--- config.mk ---
export PLATFORM = sky130hd
export DESIGN_NAME = cpuTop
export DESIGN_NICKNAME = d
export VERILOG_FILES = /design/src/isaPkg.sv /design/src/busPkg.sv /design/src/cpuTop.sv /design/src/datapath.sv /design/src/controlUnit.sv /design/src/registerFile.sv /design/src/alu.sv
export SDC_FILE = /design/constraint.sdc
export NUM_CORES = 2
export LEC_CHECK = 0
export BUFFER_PORTS_ARGS = -buffer_cell sky130_fd_sc_hd__buf_2
export CORE_ASPECT_RATIO = 2
export CORE_MARGIN = 2
export CORE_UTILIZATION = 67
export CTS_CLUSTER_SIZE = 24
export DETAILED_ROUTE_END_ITERATION = 6
export PLACE_DENSITY = 0.85
export SYNTH_ARGS = -nofsm -noshare
export SYNTH_HDL_FRONTEND = slang
export SYNTH_SLANG_ARGS = --single-unit
--- constraint.sdc ---
create_clock -name Clock -period 56.4 [get_ports Clock]
set_clock_uncertainty 0.05 [all_clocks]
set_input_delay 11.28 -clock Clock [delete_from_list [all_inputs] [get_ports Clock]]
set_output_delay 11.28 -clock Clock [all_outputs]
set_load 0.01 [all_outputs]
--- src/isaPkg.sv ---
`default_nettype none

package isaPkg;

    // Instruction field layout
    localparam int OpcodeMsb  = 31;
    localparam int OpcodeLsb  = 27;
    localparam int RaLsb      = 23;                    // ra in 26..23
    localparam int RbLsb      = 19;                    // rb in 22..19
    localparam int RcLsb      = 15;                    // rc in 18..15
    localparam int ConstWidth = 15;                    // Immediate in 14..0

    typedef enum logic [4:0] {
        opLdi  = 5'b00001,                             // ra = rb + const
        opAdd  = 5'b00011,                             // ra = rb + rc
        opAnd  = 5'b00100,                             // ra = rb & rc
        opShr  = 5'b00101,                             // ra = rb >> rc[4:0]
        opOut  = 5'b10101,                             // Output port = ra
        opHalt = 5'b11011                              // Stop sequencing
    } Opcode;

    typedef enum logic [3:0] {
        resetState = 4'd0,
        fetch0     = 4'd1,                             // PC to MAR, PC+1 to Z
        fetch1     = 4'd2,                             // Z to PC, memory to MDR
        fetch2     = 4'd3,                             // MDR to IR
        exec3      = 4'd4,                             // rb to Y
        exec4      = 4'd5,                             // ALU result to Z
        exec5      = 4'd6,                             // Z to ra
        outExec3   = 4'd7,                             // ra to output port
        haltState  = 4'd8
    } SeqState;

endpackage

`default_nettype wire

--- src/busPkg.sv ---
`default_nettype none

package busPkg;

    localparam int WordWidth     = 32;                 // Bus and register width
    localparam int RegCount      = 16;                 // General registers
    localparam int RegIndexWidth = 4;                  // Index into the register file
    localparam int ShiftWidth    = 5;                  // Shift amount bits taken from B

    typedef enum logic [1:0] {
        aluAdd  = 2'd0,                                // Wrapping sum
        aluAnd  = 2'd1,                                // Bitwise and
        aluShr  = 2'd2,                                // Logical shift right
        aluPass = 2'd3                                 // B straight through
    } AluOp;

    // One strobe word per sequencer cycle
    typedef struct packed {
        logic gra;                                     // Select ra field
        logic grb;                                     // Select rb field
        logic grc;                                     // Select rc field
        logic rout;                                    // Register file drives bus
        logic zLowOut;                                 // Z drives bus
        logic pcOut;                                   // PC drives bus
        logic mdrOut;                                  // MDR drives bus
        logic cOut;                                    // Sign-extended constant drives bus
        logic rin;                                     // Register file loads from bus
        logic yin;                                     // Y loads from bus
        logic zin;                                     // Z loads ALU result
        logic pcIn;                                    // PC loads from bus
        logic marIn;                                   // MAR loads from bus
        logic mdrIn;                                   // MDR loads
        logic irIn;                                    // IR loads from bus
        logic outPortIn;                               // Output port loads from bus
        logic incPc;                                   // Z takes PC plus 1
        logic read;                                    // Memory read strobe
        AluOp aluOp;
    } ControlWord;

endpackage

`default_nettype wire
--- src/cpuTop.sv ---
`timescale 1ns/1ps
`default_nettype none

module cpuTop (
    input  logic                         Clock,
    input  logic                         Reset,
    input  logic [busPkg::WordWidth-1:0] MemData,      // Combinational read data
    input  logic                         Stop,
    output logic [busPkg::WordWidth-1:0] MemAddr,
    output logic                         MemRead,
    output logic [busPkg::WordWidth-1:0] OutData,
    output logic                         OutStrobe,
    output logic                         Run
);

    busPkg::ControlWord controlWord;
    isaPkg::Opcode      opcode;

    controlUnit control (
        .Clock   (Clock),
        .Reset   (Reset),
        .Stop    (Stop),
        .Opcode  (opcode),
        .Control (controlWord),
        .Run     (Run)
    );

    datapath path (
        .Clock     (Clock),
        .Reset     (Reset),
        .Control   (controlWord),
        .MemData   (MemData),
        .MemAddr   (MemAddr),
        .OutData   (OutData),
        .OutStrobe (OutStrobe),
        .Opcode    (opcode)
    );

    assign MemRead = controlWord.read;                 // Fetch only

endmodule

`default_nettype wire

--- src/datapath.sv ---
`timescale 1ns/1ps
`default_nettype none

module datapath (
    input  logic                         Clock,
    input  logic                         Reset,
    input  busPkg::ControlWord           Control,
    input  logic [busPkg::WordWidth-1:0] MemData,
    output logic [busPkg::WordWidth-1:0] MemAddr,
    output logic [busPkg::WordWidth-1:0] OutData,
    output logic                         OutStrobe,
    output isaPkg::Opcode                Opcode
);

    logic [busPkg::WordWidth-1:0] bus;
    logic [busPkg::WordWidth-1:0] pc;
    logic [busPkg::WordWidth-1:0] mar;
    logic [busPkg::WordWidth-1:0] mdr;
    logic [busPkg::WordWidth-1:0] ir;
    logic [busPkg::WordWidth-1:0] irNext;                 // IR input value
    logic [busPkg::WordWidth-1:0] y;
    logic [busPkg::WordWidth-1:0] z;
    logic [busPkg::WordWidth-1:0] regOut;
    logic [busPkg::WordWidth-1:0] aluResult;
    logic [busPkg::WordWidth-1:0] constExt;               // Sign-extended immediate

    registerFile regs (
        .Clock       (Clock),
        .Reset       (Reset),
        .Instruction (ir),
        .Gra         (Control.gra),
        .Grb         (Control.grb),
        .Grc         (Control.grc),
        .Rin         (Control.rin),
        .Rout        (Control.rout),
        .BusIn       (bus),
        .RegOut      (regOut)
    );

    alu aluUnit (
        .Op     (Control.aluOp),
        .A      (y),
        .B      (bus),
        .Result (aluResult)
    );

    assign constExt = {{(busPkg::WordWidth - isaPkg::ConstWidth){ir[isaPkg::ConstWidth-1]}},
                       ir[isaPkg::ConstWidth-1:0]};

    // One-hot bus, regOut is already zero unless rout
    assign bus = regOut
               | ({busPkg::WordWidth{Control.zLowOut}} & z)
               | ({busPkg::WordWidth{Control.pcOut}}   & pc)
               | ({busPkg::WordWidth{Control.mdrOut}}  & mdr)
               | ({busPkg::WordWidth{Control.cOut}}    & constExt);

    assign irNext  = Control.irIn ? bus : ir;
    assign Opcode  = isaPkg::Opcode'(irNext[isaPkg::OpcodeMsb:isaPkg::OpcodeLsb]);
    assign MemAddr = mar;

    always_ff @(posedge Clock or posedge Reset) begin
        if (Reset) begin
            pc        <= '0;                              // Execution starts at word 0
            mar       <= '0;
            ir        <= '0;
            OutData   <= '0;
            OutStrobe <= 1'b0;
        end else begin
            if (Control.pcIn) begin
                pc <= bus;
            end
            if (Control.marIn) begin
                mar <= bus;
            end
            ir        <= irNext;
            OutStrobe <= Control.outPortIn;               // One cycle after the load
            if (Control.outPortIn) begin
                OutData <= bus;
            end
        end
    end

    always_ff @(posedge Clock) begin
        if (Control.mdrIn) begin
            mdr <= Control.read ? MemData : bus;
        end
        if (Control.yin) begin
            y <= bus;
        end
        if (Control.zin) begin
            z <= Control.incPc ? pc + busPkg::WordWidth'(1) : aluResult;
        end
    end

endmodule

`default_nettype wire

--- src/controlUnit.sv ---
`timescale 1ns/1ps
`default_nettype none

module controlUnit (
    input  logic               Clock,
    input  logic               Reset,
    input  logic               Stop,
    input  isaPkg::Opcode      Opcode,                 // Opcode field of IR input
    output busPkg::ControlWord Control,
    output logic               Run
);

    isaPkg::SeqState state;
    isaPkg::SeqState nextState;
    logic            stopSeen;                         // Stop as seen at last edge
    logic            stall;
    busPkg::AluOp    execOp;                           // ALU op of instruction in IR
    logic            execLdi;                          // Instruction in IR is ldi

    // Stall covers the Stop cycle and the one after it
    assign stall = Stop | stopSeen;
    assign Run   = (state != isaPkg::haltState);

    always_ff @(posedge Clock or posedge Reset) begin
        if (Reset) begin
            state    <= isaPkg::resetState;
            stopSeen <= 1'b0;
            execOp   <= busPkg::aluPass;
            execLdi  <= 1'b0;
        end else begin
            stopSeen <= Stop;
            if (!stall) begin
                state <= nextState;
            end
            if (!stall && state == isaPkg::fetch2) begin   // Latch decode as IR loads
                execLdi <= (Opcode == isaPkg::opLdi);
                case (Opcode)
                    isaPkg::opAnd: execOp <= busPkg::aluAnd;
                    isaPkg::opShr: execOp <= busPkg::aluShr;
                    default:       execOp <= busPkg::aluAdd;   // add and ldi
                endcase
            end
        end
    end

    always_comb begin
        nextState = state;
        case (state)
            isaPkg::resetState: nextState = isaPkg::fetch0;
            isaPkg::fetch0:     nextState = isaPkg::fetch1;
            isaPkg::fetch1:     nextState = isaPkg::fetch2;
            isaPkg::fetch2: begin
                case (Opcode)
                    isaPkg::opLdi,
                    isaPkg::opAdd,
                    isaPkg::opAnd,
                    isaPkg::opShr:  nextState = isaPkg::exec3;
                    isaPkg::opOut:  nextState = isaPkg::outExec3;
                    isaPkg::opHalt: nextState = isaPkg::haltState;
                    default:        nextState = isaPkg::fetch0;   // Undefined opcode
                endcase
            end
            isaPkg::exec3:      nextState = isaPkg::exec4;
            isaPkg::exec4:      nextState = isaPkg::exec5;
            isaPkg::exec5:      nextState = isaPkg::fetch0;
            isaPkg::outExec3:   nextState = isaPkg::fetch0;
            isaPkg::haltState:  nextState = isaPkg::haltState;   // Until reset
            default:            nextState = isaPkg::resetState;
        endcase
    end

    // Strobes for the present state, all low while stalled
    always_comb begin
        Control       = '0;
        Control.aluOp = busPkg::aluPass;
        if (!stall) begin
            case (state)
                isaPkg::fetch0: begin
                    Control.pcOut = 1'b1;              // PC onto bus
                    Control.marIn = 1'b1;
                    Control.incPc = 1'b1;
                    Control.zin   = 1'b1;              // Z = PC + 1
                end
                isaPkg::fetch1: begin
                    Control.zLowOut = 1'b1;
                    Control.pcIn    = 1'b1;            // PC = Z
                    Control.read    = 1'b1;
                    Control.mdrIn   = 1'b1;            // MDR = memory word
                end
                isaPkg::fetch2: begin
                    Control.mdrOut = 1'b1;
                    Control.irIn   = 1'b1;
                end
                isaPkg::exec3: begin
                    Control.grb  = 1'b1;               // rb to Y
                    Control.rout = 1'b1;
                    Control.yin  = 1'b1;
                end
                isaPkg::exec4: begin
                    if (execLdi) begin
                        Control.cOut = 1'b1;           // Immediate operand
                    end else begin
                        Control.grc  = 1'b1;
                        Control.rout = 1'b1;
                    end
                    Control.aluOp = execOp;
                    Control.zin   = 1'b1;
                end
                isaPkg::exec5: begin
                    Control.zLowOut = 1'b1;            // Write back to ra
                    Control.gra     = 1'b1;
                    Control.rin     = 1'b1;
                end
                isaPkg::outExec3: begin
                    Control.gra       = 1'b1;
                    Control.rout      = 1'b1;
                    Control.outPortIn = 1'b1;
                end
                default: begin
                end
            endcase
        end
    end

endmodule

`default_nettype wire

--- src/registerFile.sv ---
`timescale 1ns/1ps
`default_nettype none

module registerFile (
    input  logic                         Clock,
    input  logic                         Reset,
    input  logic [busPkg::WordWidth-1:0] Instruction,
    input  logic                         Gra,
    input  logic                         Grb,
    input  logic                         Grc,
    input  logic                         Rin,
    input  logic                         Rout,
    input  logic [busPkg::WordWidth-1:0] BusIn,
    output logic [busPkg::WordWidth-1:0] RegOut
);

    logic [busPkg::WordWidth-1:0]     regs [busPkg::RegCount];
    logic [busPkg::RegIndexWidth-1:0] raField;
    logic [busPkg::RegIndexWidth-1:0] rbField;
    logic [busPkg::RegIndexWidth-1:0] rcField;
    logic [busPkg::RegIndexWidth-1:0] sel;         // Index picked by the select lines
    logic                             zeroRead;    // rb field of zero reads as zero

    assign raField = Instruction[isaPkg::RaLsb +: busPkg::RegIndexWidth];
    assign rbField = Instruction[isaPkg::RbLsb +: busPkg::RegIndexWidth];
    assign rcField = Instruction[isaPkg::RcLsb +: busPkg::RegIndexWidth];

    // Selects are one-hot from the sequencer
    assign sel = ({busPkg::RegIndexWidth{Gra}} & raField)
               | ({busPkg::RegIndexWidth{Grb}} & rbField)
               | ({busPkg::RegIndexWidth{Grc}} & rcField);

    assign zeroRead = Grb && (rbField == '0);
    assign RegOut   = (Rout && !zeroRead) ? regs[sel] : '0;   // Zero when not driving

    always_ff @(posedge Clock or posedge Reset) begin
        if (Reset) begin
            for (int i = 0; i < busPkg::RegCount; i++) begin
                regs[i] <= '0;
            end
        end else if (Rin) begin
            regs[sel] <= BusIn;
        end
    end

endmodule

`default_nettype wire

--- src/alu.sv ---
`timescale 1ns/1ps
`default_nettype none

module alu (
    input  busPkg::AluOp                 Op,
    input  logic [busPkg::WordWidth-1:0] A,            // From Y
    input  logic [busPkg::WordWidth-1:0] B,            // From bus
    output logic [busPkg::WordWidth-1:0] Result
);

    logic [busPkg::ShiftWidth-1:0] shiftAmount;

    assign shiftAmount = B[busPkg::ShiftWidth-1:0];   // Low five bits only

    always_comb begin
        case (Op)
            busPkg::aluAdd: Result = A + B;            // Carry out dropped
            busPkg::aluAnd: Result = A & B;
            busPkg::aluShr: Result = A >> shiftAmount; // Zero fill
            default:        Result = B;                // aluPass
        endcase
    end

endmodule

`default_nettype wire

==> results.toml <==
[clocking]
clk_latency_ps = 660
post_cts_buffers = 0
post_cts_resized = 0
htree_levels = 2
root_buffer = "clkbuf_16"
cts_buffer_depth = 3
ctsHoldBuffers = 0
cts_tree = "yes"
clk_pin_slew_ps = 80
cts_buffers = 60
clock_sinks = 745

[final_layout]
layout.nets = 4280
final_area_mm2 = 0.0401
nFillCells = 4130
syn2layout_area_growth_pct = 7.47
drive_gt1_share_pct = 9.14

[power_and_ir_drop]
p_leak_nw = 18.0
ir_drop_v = 0.0000339
power.density_mw_per_mm2 = 33.4

[critical_path]
reg2reg_depth = 22
cp.depth = 6
critical_path.max_fanout = 37
rrSetupSlack_ps = 46780
path_buf_inv = 4
cp-end-kind = "output port"
cpPeakStageDelay_ps = 550
slowest_stage = "buf_4"
r2r-end = "path.z[31]"
timing.rr.start = "control.state[1]"
required_ps = 45070
start_kind = "input port"
path_cells = "buf_2 -> nor2_1 -> nand3_4 -> inv_1 -> buf_4 -> buf_2"
crit_family = "buffers and inverters"
endpoint = "MemRead"
critPathKind = "input port to output port"
critPathArrivalTime_ps = 13060
worstSetupStartpoint = "Stop"
cpMostUsedCell = "buf_2"

[floorplanning]
die_h_um = 338
coreArea_mm2 = 0.0551
boundaryPins = 102
fp.dieW_um = 171
start_util_pct = 67.7
design.die.area_mm2 = 0.0577
row_count = 122

[timing]
holdWs_ps = 412
rsz0062_at_grt = "no"
finalSetupTns_ps = 0
hold_viol = 0
setup_viol = 0
worstMarginPinSlew_ps = 1400
period_share_pct = 43.2
finalCriticalPeriod_ps = 24390
maxSlewHeadroom_pct = 6.09
final_max_slew_viol_count = 0
fmax_mhz = 41.0

[status]
status = "complete, but fails checks"
violations = "DRC"

[drt]
drc = 2
drt_iter0_drc = 3874
routed_wirelength_um = 120000
first_pass_iters = 7
ant_nets = 0
wire_per_inst_um = 24.1
via_per_inst = 6.61
via_count = 33035

[global_route]
antenna_found_initial = 3
grt_pass1_wl_um = 185000
grt_max_degree = 177
track_usage_pct = 42.7
grt_pass1_vias = 32687
grt-ovfl-total = 0

[synthesis]
yosysUniqueCellTypes = 87
async_reset_ff_share_pct = 87.1
synth_nets = 4398
yosysSeqAreaShare_pct = 51.3
ys.flop_type = "dfrtp_1"
ys_warn_count = 0
syn_area_mm2 = 0.0373
synth.ff_latch_count = 745
synth_edf_count = 96
syn_area_per_cell_um2 = 8.63
synth_cells = 4323

[place]
place.gp.congestion = 1.03
io_buffers = 101
dpl.hpwl_um = 75900
placed_cell_area_mm2 = 0.0381

[flow_run]
max_cap_viol_count = 0

[hold_path]
hold_path.class = "flip-flop to flip-flop"
cell usage in the layout, fill, tap and decap left out, types with 15 or more instances in the layout:
cell	n
ha_1	39
a21o_1	22
and3_1	77
dfrtp_1	647
edfxtp_1	96
o221ai_1	15
nand3_1	209
a311oi_1	99
a21oi_1	197
xnor2_1	28
nor2_1	179
buf_2	101
inv_1	61
nand4_1	27
clkinv_2	16
a31oi_1	21
nor3_1	43
o21ai_0	525
nand2_1	1278
a221oi_1	35
buf_4	85
mux2i_1	56
xor2_1	25
clkbuf_16	61
area by class of cell:
| cell class | count | area, um^2 | area share, % |
|---|---|---|---|
| Sequential cell | 745 | 19100 | 47.7 |
| Multi-Input combinational cell | 3142 | 16600 | 41.4 |
| Clock buffer | 85 | 1730 | 4.31 |
| Timing Repair Buffer | 189 | 1190 | 2.98 |
| Tap cell | 744 | 931 | 2.32 |
| Inverter | 67 | 259 | 0.646 |
| Clock inverter | 27 | 254 | 0.634 |
| Antenna cell | 1 | 2.50 | 0.00624 |
report_power, final:
| part | switching, W | internal (W) | leakage [nW] |
|---|---|---|---|
| Sequential | 0.0000334 | 0.000593 | 9.89 |
| Clock | 0.000202 | 0.000228 | 0.990 |
| Combinational | 0.000195 | 0.0000875 | 7.13 |
worst min-delay path: cells and delay by family (launching register included):
kind             cells  cell delay [ps]
flip-flops           1              330
AND/OR/NAND/NOR      2              110
how the worst min path moves through the flow:
stage / from / to / slack [ps] / cells past startpoint
2_1_floorplan: path.mdr[0] / path.ir[0] / 380 / 2
3_3_place_gp: path.mdr[5] / path.ir[5] / 390 / 2
3_5_place_dp: path.mdr[1] / path.ir[1] / 400 / 2
4_1_cts: path.mdr[4] / path.ir[4] / 420 / 2
5_1_grt: path.regs.regs[420] / path.regs.regs[420] / 440 / 2
6_report: path.mdr[4] / path.ir[4] / 410 / 2
logic make-up after synthesis:
family | after synthesis | synth area share (%)
muxes | 71 | 2.08
buffers and inverters | 436 | 4.90
AOI/OAI and AO/OA | 1072 | 17.6
DFF | 745 | 51.3
xor gates and xnor gates | 53 | 1.24
adders and majority gates | 40 | 1.36
and+or+nand+nor | 1906 | 21.5
through the flow:
stage	setup slack (ps)	instances	total power, W	utilization, %
floorplan	26890	4323	0.000806	-
global placement	32080	4886	0.000901	69.1
detailed placement	32070	4886	0.000908	69.1
CTS	32080	4998	0.00133	72.7
global route	31950	4999	0.00139	72.7
finish	32010	5000	0.00134	72.7
synth_stat cells (all sizes together) (8+ instances only):
master,n,area [um^2]
a2111oi,11,123
a31oi,22,138
a311oi,100,876
and3,78,488
ha,39,488
o31ai,12,90.1
nor3,49,262
mux2i,57,574
a222oi,12,120
a22oi,13,97.6
a211oi,17,128
a22o,8,70.1
nor4,10,62.6
o21ai,534,2670
nand4,27,169
mux2,10,113
clkbuf,274,1030
inv,66,248
dfrtp,647,16200
edfxtp,96,2880
a21oi,206,1050
xor2,25,219
a21o,22,165
a221oi,42,405
nand3,219,1100
buf,95,548
and2,10,62.6
a221o,12,120
o221ai,15,131
nor2,188,726
xnor2,28,245
nand2,1286,4830
routing by layer:
| layer | wire length, um | up-vias | GRT usage [%] |
|---|---|---|---|
| li1 | - | 14735 | - |
| met1 | 40200 | 15783 | 48.9 |
| met2 | 57600 | 1882 | 68.1 |
| met3 | 11300 | 633 | 9.56 |
| met4 | 11300 | 2 | 35.3 |
| met5 | 18 | - | 0 |
flip-flops by register name (all words and copies together), names as in the netlist:
register	cells
path.OutStrobe	1
path.OutData	32
path.z	32
path.MemAddr	32
path.mdr	32
control.execOp	2
control.execLdi	1
control.stopSeen	1
path.ir	32
path.y	32
control.state	4
path.pc	32
path.regs.regs	512
(Power assumes the default switching activity.)
